===== config.mk =====
export PLATFORM = sky130hd
export DESIGN_NAME = uart_bus_top
export DESIGN_NICKNAME = d
export VERILOG_FILES = /design/src/uart_bus_pkg.sv /design/src/bus_arbiter.sv /design/src/bus_mem.sv /design/src/uart_bus_top.sv /design/src/uart_byte_io.sv /design/src/uart_master.sv
export SDC_FILE = /design/constraint.sdc
export NUM_CORES = 2
export LEC_CHECK = 0
export BUFFER_PORTS_ARGS = -buffer_cell sky130_fd_sc_hd__buf_4
export CAP_MARGIN = 10
export CORE_ASPECT_RATIO = 1.2
export CORE_MARGIN = 2
export CORE_UTILIZATION = 57
export DETAILED_ROUTE_END_ITERATION = 10
export PLACE_DENSITY_LB_ADDON = 0.15
export SKIP_LAST_GASP = 1
export SLEW_MARGIN = 20
export SYNTH_ARGS = -nofsm -noshare
export SYNTH_HDL_FRONTEND = slang
export SYNTH_HIERARCHICAL = 1
export SYNTH_SLANG_ARGS = --single-unit

===== constraint.sdc =====
create_clock -name clk -period 3.2 [get_ports clk]
set_input_delay 0.64 -clock clk [delete_from_list [all_inputs] [get_ports clk]]
set_output_delay 0.64 -clock clk [all_outputs]
set_load 0.005 [all_outputs]

===== src/uart_bus_pkg.sv =====
// --------------------------------------------------------------------------
// bus request and response structs, command letters, acknowledge bytes
// --------------------------------------------------------------------------
package uart_bus_pkg;

  // one memory access from a requester
  typedef struct packed {
    logic        wr;     // 1 = write, 0 = read
    logic [31:0] addr;
    logic [7:0]  wdata;
  } bus_req_t;

  // read data, one cycle after a read grant
  typedef struct packed {
    logic [7:0] rdata;
  } bus_rsp_t;

  // ascii command letters
  localparam logic [7:0] cmd_len   = 8'h6C;  // "l"
  localparam logic [7:0] cmd_addr  = 8'h61;  // "a"
  localparam logic [7:0] cmd_write = 8'h77;  // "w"
  localparam logic [7:0] cmd_read  = 8'h72;  // "r"

  // "O", "K", carriage return
  localparam logic [0:2][7:0] ack_word = {8'h4F, 8'h4B, 8'h0D};

endpackage


===== src/bus_arbiter.sv =====
`timescale 1ns/1ps
// --------------------------------------------------------------------------
// round-robin arbiter, two requesters onto one memory, response routing
// --------------------------------------------------------------------------
module bus_arbiter (
  input  logic                   clk,
  input  logic                   UART_RST,
  input  logic                   m0_valid,
  output logic                   m0_ready,
  input  uart_bus_pkg::bus_req_t m0_req,
  output logic                   m0_rsp_valid,
  input  logic                   m1_valid,
  output logic                   m1_ready,
  input  uart_bus_pkg::bus_req_t m1_req,
  output logic                   m1_rsp_valid,
  input  uart_bus_pkg::bus_rsp_t rsp_in,
  output uart_bus_pkg::bus_rsp_t rsp,
  output logic                   mem_valid,
  output uart_bus_pkg::bus_req_t mem_req
);

  logic prio_m1;    // m1 wins a tie
  logic rsp_pend;   // read granted last cycle
  logic rsp_owner;  // 1 when that read came from m1
  logic grant0;
  logic grant1;

  assign grant0 = m0_valid && (!m1_valid || !prio_m1);
  assign grant1 = m1_valid && (!m0_valid || prio_m1);

  assign m0_ready  = grant0;
  assign m1_ready  = grant1;
  assign mem_valid = grant0 || grant1;
  assign mem_req   = grant1 ? m1_req : m0_req;

  always_ff @(posedge clk or posedge UART_RST) begin
    if (UART_RST) begin
      prio_m1   <= 1'b0;
      rsp_pend  <= 1'b0;
      rsp_owner <= 1'b0;
    end else begin
      rsp_pend <= mem_valid && !mem_req.wr;
      if (mem_valid) begin
        prio_m1   <= grant0;  // the other side goes first next time
        rsp_owner <= grant1;
      end
    end
  end

  // read data is shared, only the valid is steered
  assign m0_rsp_valid = rsp_pend && !rsp_owner;
  assign m1_rsp_valid = rsp_pend && rsp_owner;
  assign rsp          = rsp_in;

endmodule


===== src/bus_mem.sv =====
`timescale 1ns/1ps
// --------------------------------------------------------------------------
// byte memory, writes on the grant cycle, read data one cycle later
// --------------------------------------------------------------------------
module bus_mem #(
  parameter int ADDR_W = 8
) (
  input  logic                   clk,
  input  logic                   mem_valid,
  input  uart_bus_pkg::bus_req_t mem_req,
  output uart_bus_pkg::bus_rsp_t rsp
);

  logic [7:0]        mem [2**ADDR_W];
  logic [ADDR_W-1:0] idx;

  assign idx = mem_req.addr[ADDR_W-1:0];  // upper address bits wrap

  always_ff @(posedge clk) begin
    if (mem_valid) begin
      if (mem_req.wr) begin
        mem[idx] <= mem_req.wdata;
      end else begin
        rsp.rdata <= mem[idx];
      end
    end
  end

endmodule


===== src/uart_bus_top.sv =====
`timescale 1ns/1ps
// --------------------------------------------------------------------------
// serial command master and host port sharing one byte memory
// --------------------------------------------------------------------------
module uart_bus_top #(
  parameter int ADDR_W = 8
) (
  input  logic                   clk,
  input  logic                   UART_RST,
  input  logic                   rx,
  output logic                   tx,
  input  logic                   host_valid,
  output logic                   host_ready,
  input  uart_bus_pkg::bus_req_t host_req,
  output logic                   host_rsp_valid,
  output uart_bus_pkg::bus_rsp_t host_rsp
);

  import uart_bus_pkg::*;

  logic       rx_valid;
  logic [7:0] rx_byte;
  logic       tx_valid;
  logic       tx_ready;
  logic [7:0] tx_byte;

  logic     m_valid;
  logic     m_ready;
  bus_req_t m_req;
  logic     m_rsp_valid;

  logic     mem_valid;
  bus_req_t mem_req;
  bus_rsp_t mem_rsp;

  uart_byte_io i_uart_byte_io (
    .clk      (clk),
    .UART_RST (UART_RST),
    .rx       (rx),
    .tx       (tx),
    .rx_valid (rx_valid),
    .rx_byte  (rx_byte),
    .tx_valid (tx_valid),
    .tx_ready (tx_ready),
    .tx_byte  (tx_byte),
    .rx_error ()
  );

  uart_master i_uart_master (
    .clk       (clk),
    .UART_RST  (UART_RST),
    .rx_valid  (rx_valid),
    .rx_byte   (rx_byte),
    .tx_valid  (tx_valid),
    .tx_ready  (tx_ready),
    .tx_byte   (tx_byte),
    .req_valid (m_valid),
    .req_ready (m_ready),
    .req       (m_req),
    .rsp_valid (m_rsp_valid),
    .rsp       (host_rsp)     // read data is shared by both peers
  );

  // m0 is the serial master, m1 the host port
  bus_arbiter i_bus_arbiter (
    .clk          (clk),
    .UART_RST     (UART_RST),
    .m0_valid     (m_valid),
    .m0_ready     (m_ready),
    .m0_req       (m_req),
    .m0_rsp_valid (m_rsp_valid),
    .m1_valid     (host_valid),
    .m1_ready     (host_ready),
    .m1_req       (host_req),
    .m1_rsp_valid (host_rsp_valid),
    .rsp_in       (mem_rsp),
    .rsp          (host_rsp),
    .mem_valid    (mem_valid),
    .mem_req      (mem_req)
  );

  bus_mem #(
    .ADDR_W (ADDR_W)
  ) i_bus_mem (
    .clk       (clk),
    .mem_valid (mem_valid),
    .mem_req   (mem_req),
    .rsp       (mem_rsp)
  );

endmodule


===== src/uart_byte_io.sv =====
`timescale 1ns/1ps
// --------------------------------------------------------------------------
// 8N1 serial receiver and transmitter, clk at 4x the baud rate
// --------------------------------------------------------------------------
module uart_byte_io (
  input  logic       clk,
  input  logic       UART_RST,
  input  logic       rx,
  output logic       tx,
  output logic       rx_valid,
  output logic [7:0] rx_byte,
  input  logic       tx_valid,
  output logic       tx_ready,
  input  logic [7:0] tx_byte,
  output logic       rx_error
);

  // same frame phases for both directions
  typedef enum logic [1:0] {
    ph_idle,
    ph_start,
    ph_data,
    ph_stop
  } phase_t;

  logic [1:0] rx_sync;
  logic       rx_in;
  phase_t     rx_state;
  logic [1:0] rx_phase;  // cycle within the bit
  logic [2:0] rx_bits;

  phase_t     tx_state;
  logic [1:0] tx_phase;
  logic [2:0] tx_bits;
  logic [7:0] tx_shift;

  assign rx_in    = rx_sync[1];
  assign tx_ready = (tx_state == ph_idle);

  // receiver
  always_ff @(posedge clk or posedge UART_RST) begin
    if (UART_RST) begin
      rx_sync  <= 2'b11;
      rx_state <= ph_idle;
      rx_phase <= '0;
      rx_bits  <= '0;
      rx_valid <= 1'b0;
      rx_error <= 1'b0;
    end else begin
      rx_sync  <= {rx_sync[0], rx};
      rx_valid <= 1'b0;
      rx_error <= 1'b0;
      rx_phase <= rx_phase + 2'd1;
      case (rx_state)
        ph_idle: begin
          rx_phase <= '0;
          if (!rx_in) rx_state <= ph_start;  // falling edge of start bit
        end
        ph_start: begin
          // two cycles in, close to the middle of the start bit
          if (rx_phase == 2'd1) begin
            rx_phase <= '0;
            rx_bits  <= '0;
            rx_state <= rx_in ? ph_idle : ph_data;  // high again: glitch
          end
        end
        ph_data: begin
          if (rx_phase == 2'd3) begin
            rx_bits <= rx_bits + 3'd1;
            if (rx_bits == 3'd7) rx_state <= ph_stop;
          end
        end
        ph_stop: begin
          if (rx_phase == 2'd3) begin
            rx_state <= ph_idle;
            rx_valid <= rx_in;
            rx_error <= !rx_in;  // framing error, byte dropped
          end
        end
        default: rx_state <= ph_idle;
      endcase
    end
  end

  // data bits come in lsb first
  always_ff @(posedge clk) begin
    if (rx_state == ph_data && rx_phase == 2'd3) rx_byte <= {rx_in, rx_byte[7:1]};
  end

  // transmitter
  always_ff @(posedge clk or posedge UART_RST) begin
    if (UART_RST) begin
      tx_state <= ph_idle;
      tx_phase <= '0;
      tx_bits  <= '0;
      tx       <= 1'b1;
    end else begin
      tx_phase <= tx_phase + 2'd1;
      case (tx_state)
        ph_idle: begin
          tx_phase <= '0;
          if (tx_valid) begin
            tx       <= 1'b0;  // start bit from the next cycle
            tx_state <= ph_start;
          end
        end
        ph_start: begin
          if (tx_phase == 2'd3) begin
            tx       <= tx_shift[0];
            tx_bits  <= '0;
            tx_state <= ph_data;
          end
        end
        ph_data: begin
          if (tx_phase == 2'd3) begin
            tx_bits <= tx_bits + 3'd1;
            if (tx_bits == 3'd7) begin
              tx       <= 1'b1;
              tx_state <= ph_stop;
            end else begin
              tx <= tx_shift[1];
            end
          end
        end
        ph_stop: begin
          if (tx_phase == 2'd3) tx_state <= ph_idle;
        end
        default: tx_state <= ph_idle;
      endcase
    end
  end

  // bit 0 of the shifter is always the bit on the line
  always_ff @(posedge clk) begin
    if (tx_valid && tx_ready) tx_shift <= tx_byte;
    else if (tx_state == ph_data && tx_phase == 2'd3) tx_shift <= {1'b0, tx_shift[7:1]};
  end

endmodule


===== src/uart_master.sv =====
`timescale 1ns/1ps
// --------------------------------------------------------------------------
// command decoder, serial bytes to bus requests, read data and acknowledge
// --------------------------------------------------------------------------
module uart_master (
  input  logic                   clk,
  input  logic                   UART_RST,
  input  logic                   rx_valid,
  input  logic [7:0]             rx_byte,
  output logic                   tx_valid,
  input  logic                   tx_ready,
  output logic [7:0]             tx_byte,
  output logic                   req_valid,
  input  logic                   req_ready,
  output uart_bus_pkg::bus_req_t req,
  input  logic                   rsp_valid,
  input  uart_bus_pkg::bus_rsp_t rsp
);

  import uart_bus_pkg::*;

  typedef enum logic [2:0] {
    st_idle,
    st_set_len,
    st_set_addr,
    st_write,
    st_read,
    st_ack
  } state_t;

  state_t      state;
  logic [15:0] cnt;        // byte index within the command
  logic [15:0] blk_len;
  logic [31:0] base_addr;
  logic        rd_wait;    // read granted, data due next cycle
  logic [31:0] cur_addr;
  logic        last_byte;
  logic        wr_issue;
  logic        rd_issue;
  logic        rd_take;
  logic        ack_load;

  assign cur_addr  = base_addr + {16'd0, cnt};
  assign last_byte = (cnt == blk_len - 16'd1);
  assign wr_issue  = (state == st_write) && !req_valid && rx_valid;
  assign rd_issue  = (state == st_read) && !req_valid && !rd_wait && !tx_valid;
  assign rd_take   = (state == st_read) && rd_wait && rsp_valid;
  assign ack_load  = (state == st_ack) && !tx_valid;

  always_ff @(posedge clk or posedge UART_RST) begin
    if (UART_RST) begin
      state     <= st_idle;
      cnt       <= '0;
      blk_len   <= 16'd1;
      base_addr <= '0;
      rd_wait   <= 1'b0;
      req_valid <= 1'b0;
      tx_valid  <= 1'b0;
    end else begin
      case (state)
        st_idle: begin
          cnt <= '0;
          if (rx_valid) begin
            case (rx_byte)
              cmd_len:   state <= st_set_len;
              cmd_addr:  state <= st_set_addr;
              cmd_write: state <= (blk_len == 16'd0) ? st_ack : st_write;
              cmd_read:  state <= (blk_len == 16'd0) ? st_ack : st_read;
              default:   state <= st_idle;  // anything else is ignored
            endcase
          end
        end
        st_set_len: begin
          if (rx_valid) begin
            if (cnt[0]) begin
              blk_len[15:8] <= rx_byte;
              cnt           <= '0;
              state         <= st_ack;
            end else begin
              blk_len[7:0] <= rx_byte;  // low byte first
              cnt          <= cnt + 16'd1;
            end
          end
        end
        st_set_addr: begin
          if (rx_valid) begin
            base_addr[{cnt[1:0], 3'b000} +: 8] <= rx_byte;
            if (cnt[1:0] == 2'd3) begin
              cnt   <= '0;
              state <= st_ack;
            end else begin
              cnt <= cnt + 16'd1;
            end
          end
        end
        st_write: begin
          if (wr_issue) begin
            req_valid <= 1'b1;
          end else if (req_valid && req_ready) begin
            req_valid <= 1'b0;
            cnt       <= last_byte ? 16'd0 : cnt + 16'd1;
            if (last_byte) state <= st_ack;
          end
        end
        st_read: begin
          // request, wait for data, hand it to the transmitter
          if (rd_issue) begin
            req_valid <= 1'b1;
          end else if (req_valid && req_ready) begin
            req_valid <= 1'b0;
            rd_wait   <= 1'b1;
          end else if (rd_take) begin
            rd_wait  <= 1'b0;
            tx_valid <= 1'b1;
          end else if (tx_valid && tx_ready) begin
            tx_valid <= 1'b0;
            cnt      <= last_byte ? 16'd0 : cnt + 16'd1;
            if (last_byte) state <= st_ack;
          end
        end
        st_ack: begin
          if (ack_load) begin
            tx_valid <= 1'b1;
          end else if (tx_ready) begin
            tx_valid <= 1'b0;
            cnt      <= (cnt == 16'd2) ? 16'd0 : cnt + 16'd1;
            if (cnt == 16'd2) state <= st_idle;  // CR sent
          end
        end
        default: state <= st_idle;
      endcase
    end
  end

  always_ff @(posedge clk) begin
    if (wr_issue) begin
      req.wr    <= 1'b1;
      req.addr  <= cur_addr;
      req.wdata <= rx_byte;
    end else if (rd_issue) begin
      req.wr    <= 1'b0;
      req.addr  <= cur_addr;
      req.wdata <= '0;
    end
    if (rd_take) tx_byte <= rsp.rdata;
    else if (ack_load) tx_byte <= ack_word[cnt[1:0]];
  end

endmodule


==> After elaboration in Yosys (flattened, before gate mapping) <==
Memory sizes are Yosys's and may differ from the RTL's. A register that Yosys moved wholly into a read port is not among the register bits.
Cells that the tools add are included.
{ "totals": {"register_bits": 156, "latchBits": 0, "ramBits": 2048, "mem_bits_ro": 0, "output_inout_bits": 11, "memories": 1} }
{ "mem_list": {"columns": ["name", "depth", "width", "rd", "rd_clocked_by_memory_dff", "wr", "line_no", "source"], "rows": [
  ["i_bus_mem.mem", 256, 8, 1, 1, 1, "bus_mem.sv:14", "logic [7:0] mem [2**ADDR_W];"]
]} }
{ "op_classes": {"n_addsub": 8, "mul": 0, "div_mod_pow": 0, "order_cmp": 1, "n_eq_ne": 49, "shifts": 2, "n_mux": 90, "bitwise": 4, "reduce_logical": 54} }
{ "op_table": {"columns": ["operator", "n"], "rows": [
  ["two-way mux 16 bit", 14],
  ["one-hot mux 16 bit (6 select lines)", 1],
  ["two-way mux 40 bit", 2],
  ["two-way mux 3 bit", 20],
  ["two-way mux 8 bit", 6],
  ["two-way mux 41 bit", 1],
  ["adder 32 x 16 -> 32 bit", 1],
  ["bitwise mux 32 bit", 1],
  ["equality test 8 x 7 -> 1 bit, second input constant", 4],
  ["variable shift 8 x 7 -> 32 bit, first input constant", 1],
  ["indexed part select 8 x 7 -> 32 bit", 1],
  ["two-way mux 2 bit", 13],
  ["inequality test 2 x 1 -> 1 bit, second input constant", 12],
  ["inequality test 2 bit, second input constant", 12],
  ["two-way mux 1 bit", 21],
  ["one-hot mux 3 bit (6 select lines)", 1],
  ["logical AND 1 bit", 17],
  ["adder 16 x 1 -> 16 bit, second input constant", 1],
  ["binary-select mux 8 bit (select 2 bit)", 1],
  ["equality test 16 bit", 1],
  ["equality test 16 x 2 -> 1 bit, second input constant", 1],
  ["logical NOT 16 bit", 1],
  ["one-hot mux 2 bit (4 select lines)", 2],
  ["nonzero test 2 bit", 8],
  ["31 further kinds", 65]
]} }

==> Longest topological paths before layout <==
{ "logic_depth": {"depth_word": 8, "mapped_depth": 13, "depth_no_buf": 12} }

==> Modules after synthesis <==
Netlist, hierarchy kept.
{ "by_module_without_submodules": {"columns": ["module", "instances", "cells_per_inst", "area_per_inst_um2", "seq_area_each_um2"], "rows": [
  ["bus_mem", 1, 3526, 78376.4, 61739.2],
  ["uart_master", 1, 682, 6725.2, 3214.3],
  ["uart_byte_io", 1, 122, 1596.5, 959.7],
  ["bus_arbiter", 1, 70, 750.7, 75.1]
]} }

==> Least setup slack after synthesis <==
Ideal clock, no wire load.
{ "synth_timing": {"kind": "input to register", "from": "input host_valid", "to": "memory i_bus_mem.mem[114][0] (enable)", "setup_time_ns": 0.370, "arrival_time_ns": 3.072, "path_slack_ns": -0.243, "path_stages": 11, "n_path_buf": 6, "cell_sequence": "o21ai_4 buf_6 mux2_2 buf_2 buf_6 buf_2 buf_2 nor3b_1 nand2_1 clkbuf_1 nor2_1"} }
{ "synth_rtl": {"columns": ["item", "line_no", "source"], "rows": [
  ["from (decl)", "uart_bus_top.sv:12", "input logic host_valid,"],
  ["to (decl)", "bus_mem.sv:14", null]
]} }

==> summary.txt <==
Worst setup path
  – Buf/Inv on CP: 3
  – Crit. End Element: flop
  – Critical Path RT: 3.75 ns
  – Slowest Stage Delay on Critical Path: 0.45 ns
  – Max FO, Critical Path: 20
  – Critical-path top delay cell: mux4_2
  – Critical path, cell by cell: o21ai_4 -> mux2_8 -> buf_12 -> buf_4 -> mux4_2 -> a22oi_1 -> a21oi_1 -> o41ai_2 -> buf_4 -> nand4_1
  – Crit path launch type: flop
  – CP arrival: 3.92 ns
  – Most used cell along the critical path: buf_4
  – Crit path max-delay family: compound AO/OA/AOI/OAI gates
  – Crit path kind: reg2reg

Global routing
  – First-pass GRT wire length: 297000 um
  – Gr usage total: 27.2%
  – Vias in the first global route: 43500
  – Grt ovf: 0
  – Initial antenna violation count: 2
  – Largest net degree at the start of global routing: 109

CTS
  – Clk slew on worst S/H paths: 0.06 ns
  – Total clock sinks: 2164
  – Longest Clk Path Bufs: 3
  – # H-tree levels: 4
  – TritonCTS Buffers: 199
  – Worst-Skew Late Latency: 0.84 ns
  – Root Buffer: clkbuf_16
  – TritonCTS clock tree: built

STA
  – Final hold violation count: 0
  – Worst Tran Pin Value: 1.02 ns
  – Fin. max-slew vios: 0
  – Slew HR: 32.2%
  – Period utilisation layout: 105%
  – Hold WS: 0.202 ns
  – Max Clk Rate: 296 MHz
  – Final min period: 3.37 ns
  – Final setup viols: 8
  – Setup repair after global routing missed its margin: yes
  – Final worst slack: -0.173 ns
  – Setup Skew: 0.0236 ns

Synth
  – Yosys warns: 6
  – Avg Inst Size Synth: 20.5 sq um
  – Cell Area, Synth: 84700 sq um
  – Syn Nets: 4219
  – Syn Inst Count: 4142

Placement
  – Pre-CTS setup slack: -0.662 ns
  – DP HPWL: 129000 um
  – PortBufs: 31
  – Post-DP Area: 93700 sq um
  – Final GP Congestion: 0.850

Die
  – Starting Density: 57.2%
  – Die width: 356 um
  – DIE HEIGHT: 426 um
  – Cell row count: 155
  – Area of the die: 152000 sq um
  – # IOs: 56
  – Core footprint: 148000 sq um

Layout
  – Filler Cell Count: 9215
  – Share of layout cells above drive strength 1: 36.9%
  – Commonest cells after routing, fill and taps aside: 2096 x edfxtp_1, 512 x mux4_2, 465 x buf_4, 210 x clkbuf_16, 188 x a22oi_1
  – Fin util: 68.5%
  – Final nets: 4810
  – N_diodes: 0
  – Design area: 102000 sq um
  – Leading cell type in the layout, fill and taps excluded: edfxtp_1
  – Layout area overhead: 19.9%

Drt
  – Final ANT Viol Nets: 0
  – Drt wl/cell: 29.8 um
  – DR pass1 iterations: 5
  – DR DRC count: 0
  – Vias: 43700
  – Routed WL: 205000 um
  – Number of DRC markers in iteration 0: 5020
  – Vias per inst: 6.36

Outcome
  – Violated checks: setup timing
  – Status: finished with violations

Run
  – Max Cap Violations: 0

Power and ir drop
  – Design Power: 58.4 mW
  – PD cells: 575 nW/um^2
  – Leak: 32.9 nW
  – Peak supply drop: 0.000590 V

Worst hold path
  – Worst Hold Class: in2reg
## path summary, 6_finish.rpt
check,slack [ns],start,to,cells past startpoint
min in group asynchronous,0.28,UART_RST,i_bus_arbiter/prio_m1$_DFFE_PP0P_,3
worst min-delay path,0.20,host_valid,i_bus_arbiter/rsp_owner$_DFFE_PP0P_,4
worst max-delay path,-0.17,i_bus_arbiter/prio_m1$_DFFE_PP0P_,i_bus_mem/rsp[6]$_DFFE_PP_,10
worst max register to register,-0.17,i_bus_arbiter/prio_m1$_DFFE_PP0P_,i_bus_mem/rsp[6]$_DFFE_PP_,10
max in group asynchronous,1.98,UART_RST,i_uart_master/blk_len[0]$_DFFE_PP1P_,4
worst min register to register,0.36,i_uart_byte_io/rx_sync[0]$_DFF_PP1_,i_uart_byte_io/rx_sync[1]$_DFF_PP1_,0
## area by class of cell
type                            count  area, sq um  share of cell area, %
Sequential cell                  2164        64600                   63.7
Multi-Input combinational cell   1685        20800                   20.4
Timing Repair Buffer              655         7160                   7.05
Clock buffer                      246         5320                   5.23
Tap cell                         1962         2450                   2.42
Clock inverter                    128         1110                   1.09
Inverter                           28          105                  0.103
## sequential cells by signal (all words and copies together) (netlist names), 2 cells and up, named ones only
register / flops
i_uart_byte_io/tx_state: 2
i_uart_byte_io/rx_phase: 2
i_uart_master/blk_len: 16
i_uart_byte_io/rx_byte: 8
i_uart_master/base_addr: 8
i_bus_mem/mem: 2048
i_uart_byte_io/tx_bits: 3
i_uart_master/tx_byte: 8
i_uart_byte_io/rx_bits: 3
i_uart_byte_io/rx_sync: 2
i_uart_master/state: 3
i_bus_mem/rsp: 8
i_uart_master/cnt: 16
i_uart_byte_io/tx_shift: 8
i_uart_master/req: 17
i_uart_byte_io/tx_phase: 2
## worst min-delay path, cell delays in order
cell and delay, ns:
buf_4 0.10, buf_4 0.11, nor2_1 0.04, nor2_1 0.09
## where the power goes
group / internal [mW] / switching, mW / total (mW)
sequential: 31.2 / 0.151 / 31.3
combinational: 1.57 / 2.10 / 3.67
clock: 13.3 / 10.1 / 23.3
total: 46.0 / 12.3 / 58.4
## per-layer routing
layer / up-vias / track usage [%] / share of wire (%)
li1: 18400 / - / -
met1: 23200 / 37.7 / 39
met2: 1744 / 44.8 / 50
met3: 334 / 4.34 / 7.2
met4: 0 / 9.30 / 3.4
met5: - / 0 / 0
## per-stage QoR
stage	setup TNS [ns]	cells
final	-0.936	6868
after CTS	-3.77	6856
after global routing	-1.99	6868
after global placement	-391.30	6464
after floorplan	-170.96	4142
after detailed placement	-422.52	6464
## timing repair
item,in CTS,in global routing
pin swaps,14,14
setup endpoints to repair,1003,1114
gates resized for setup,119,93
hold endpoints to repair,42,0
hold buffers,3,0
cloned,3,5
setup buffers,13,7
No activity file was read; power rests on OpenSTA's default activity.
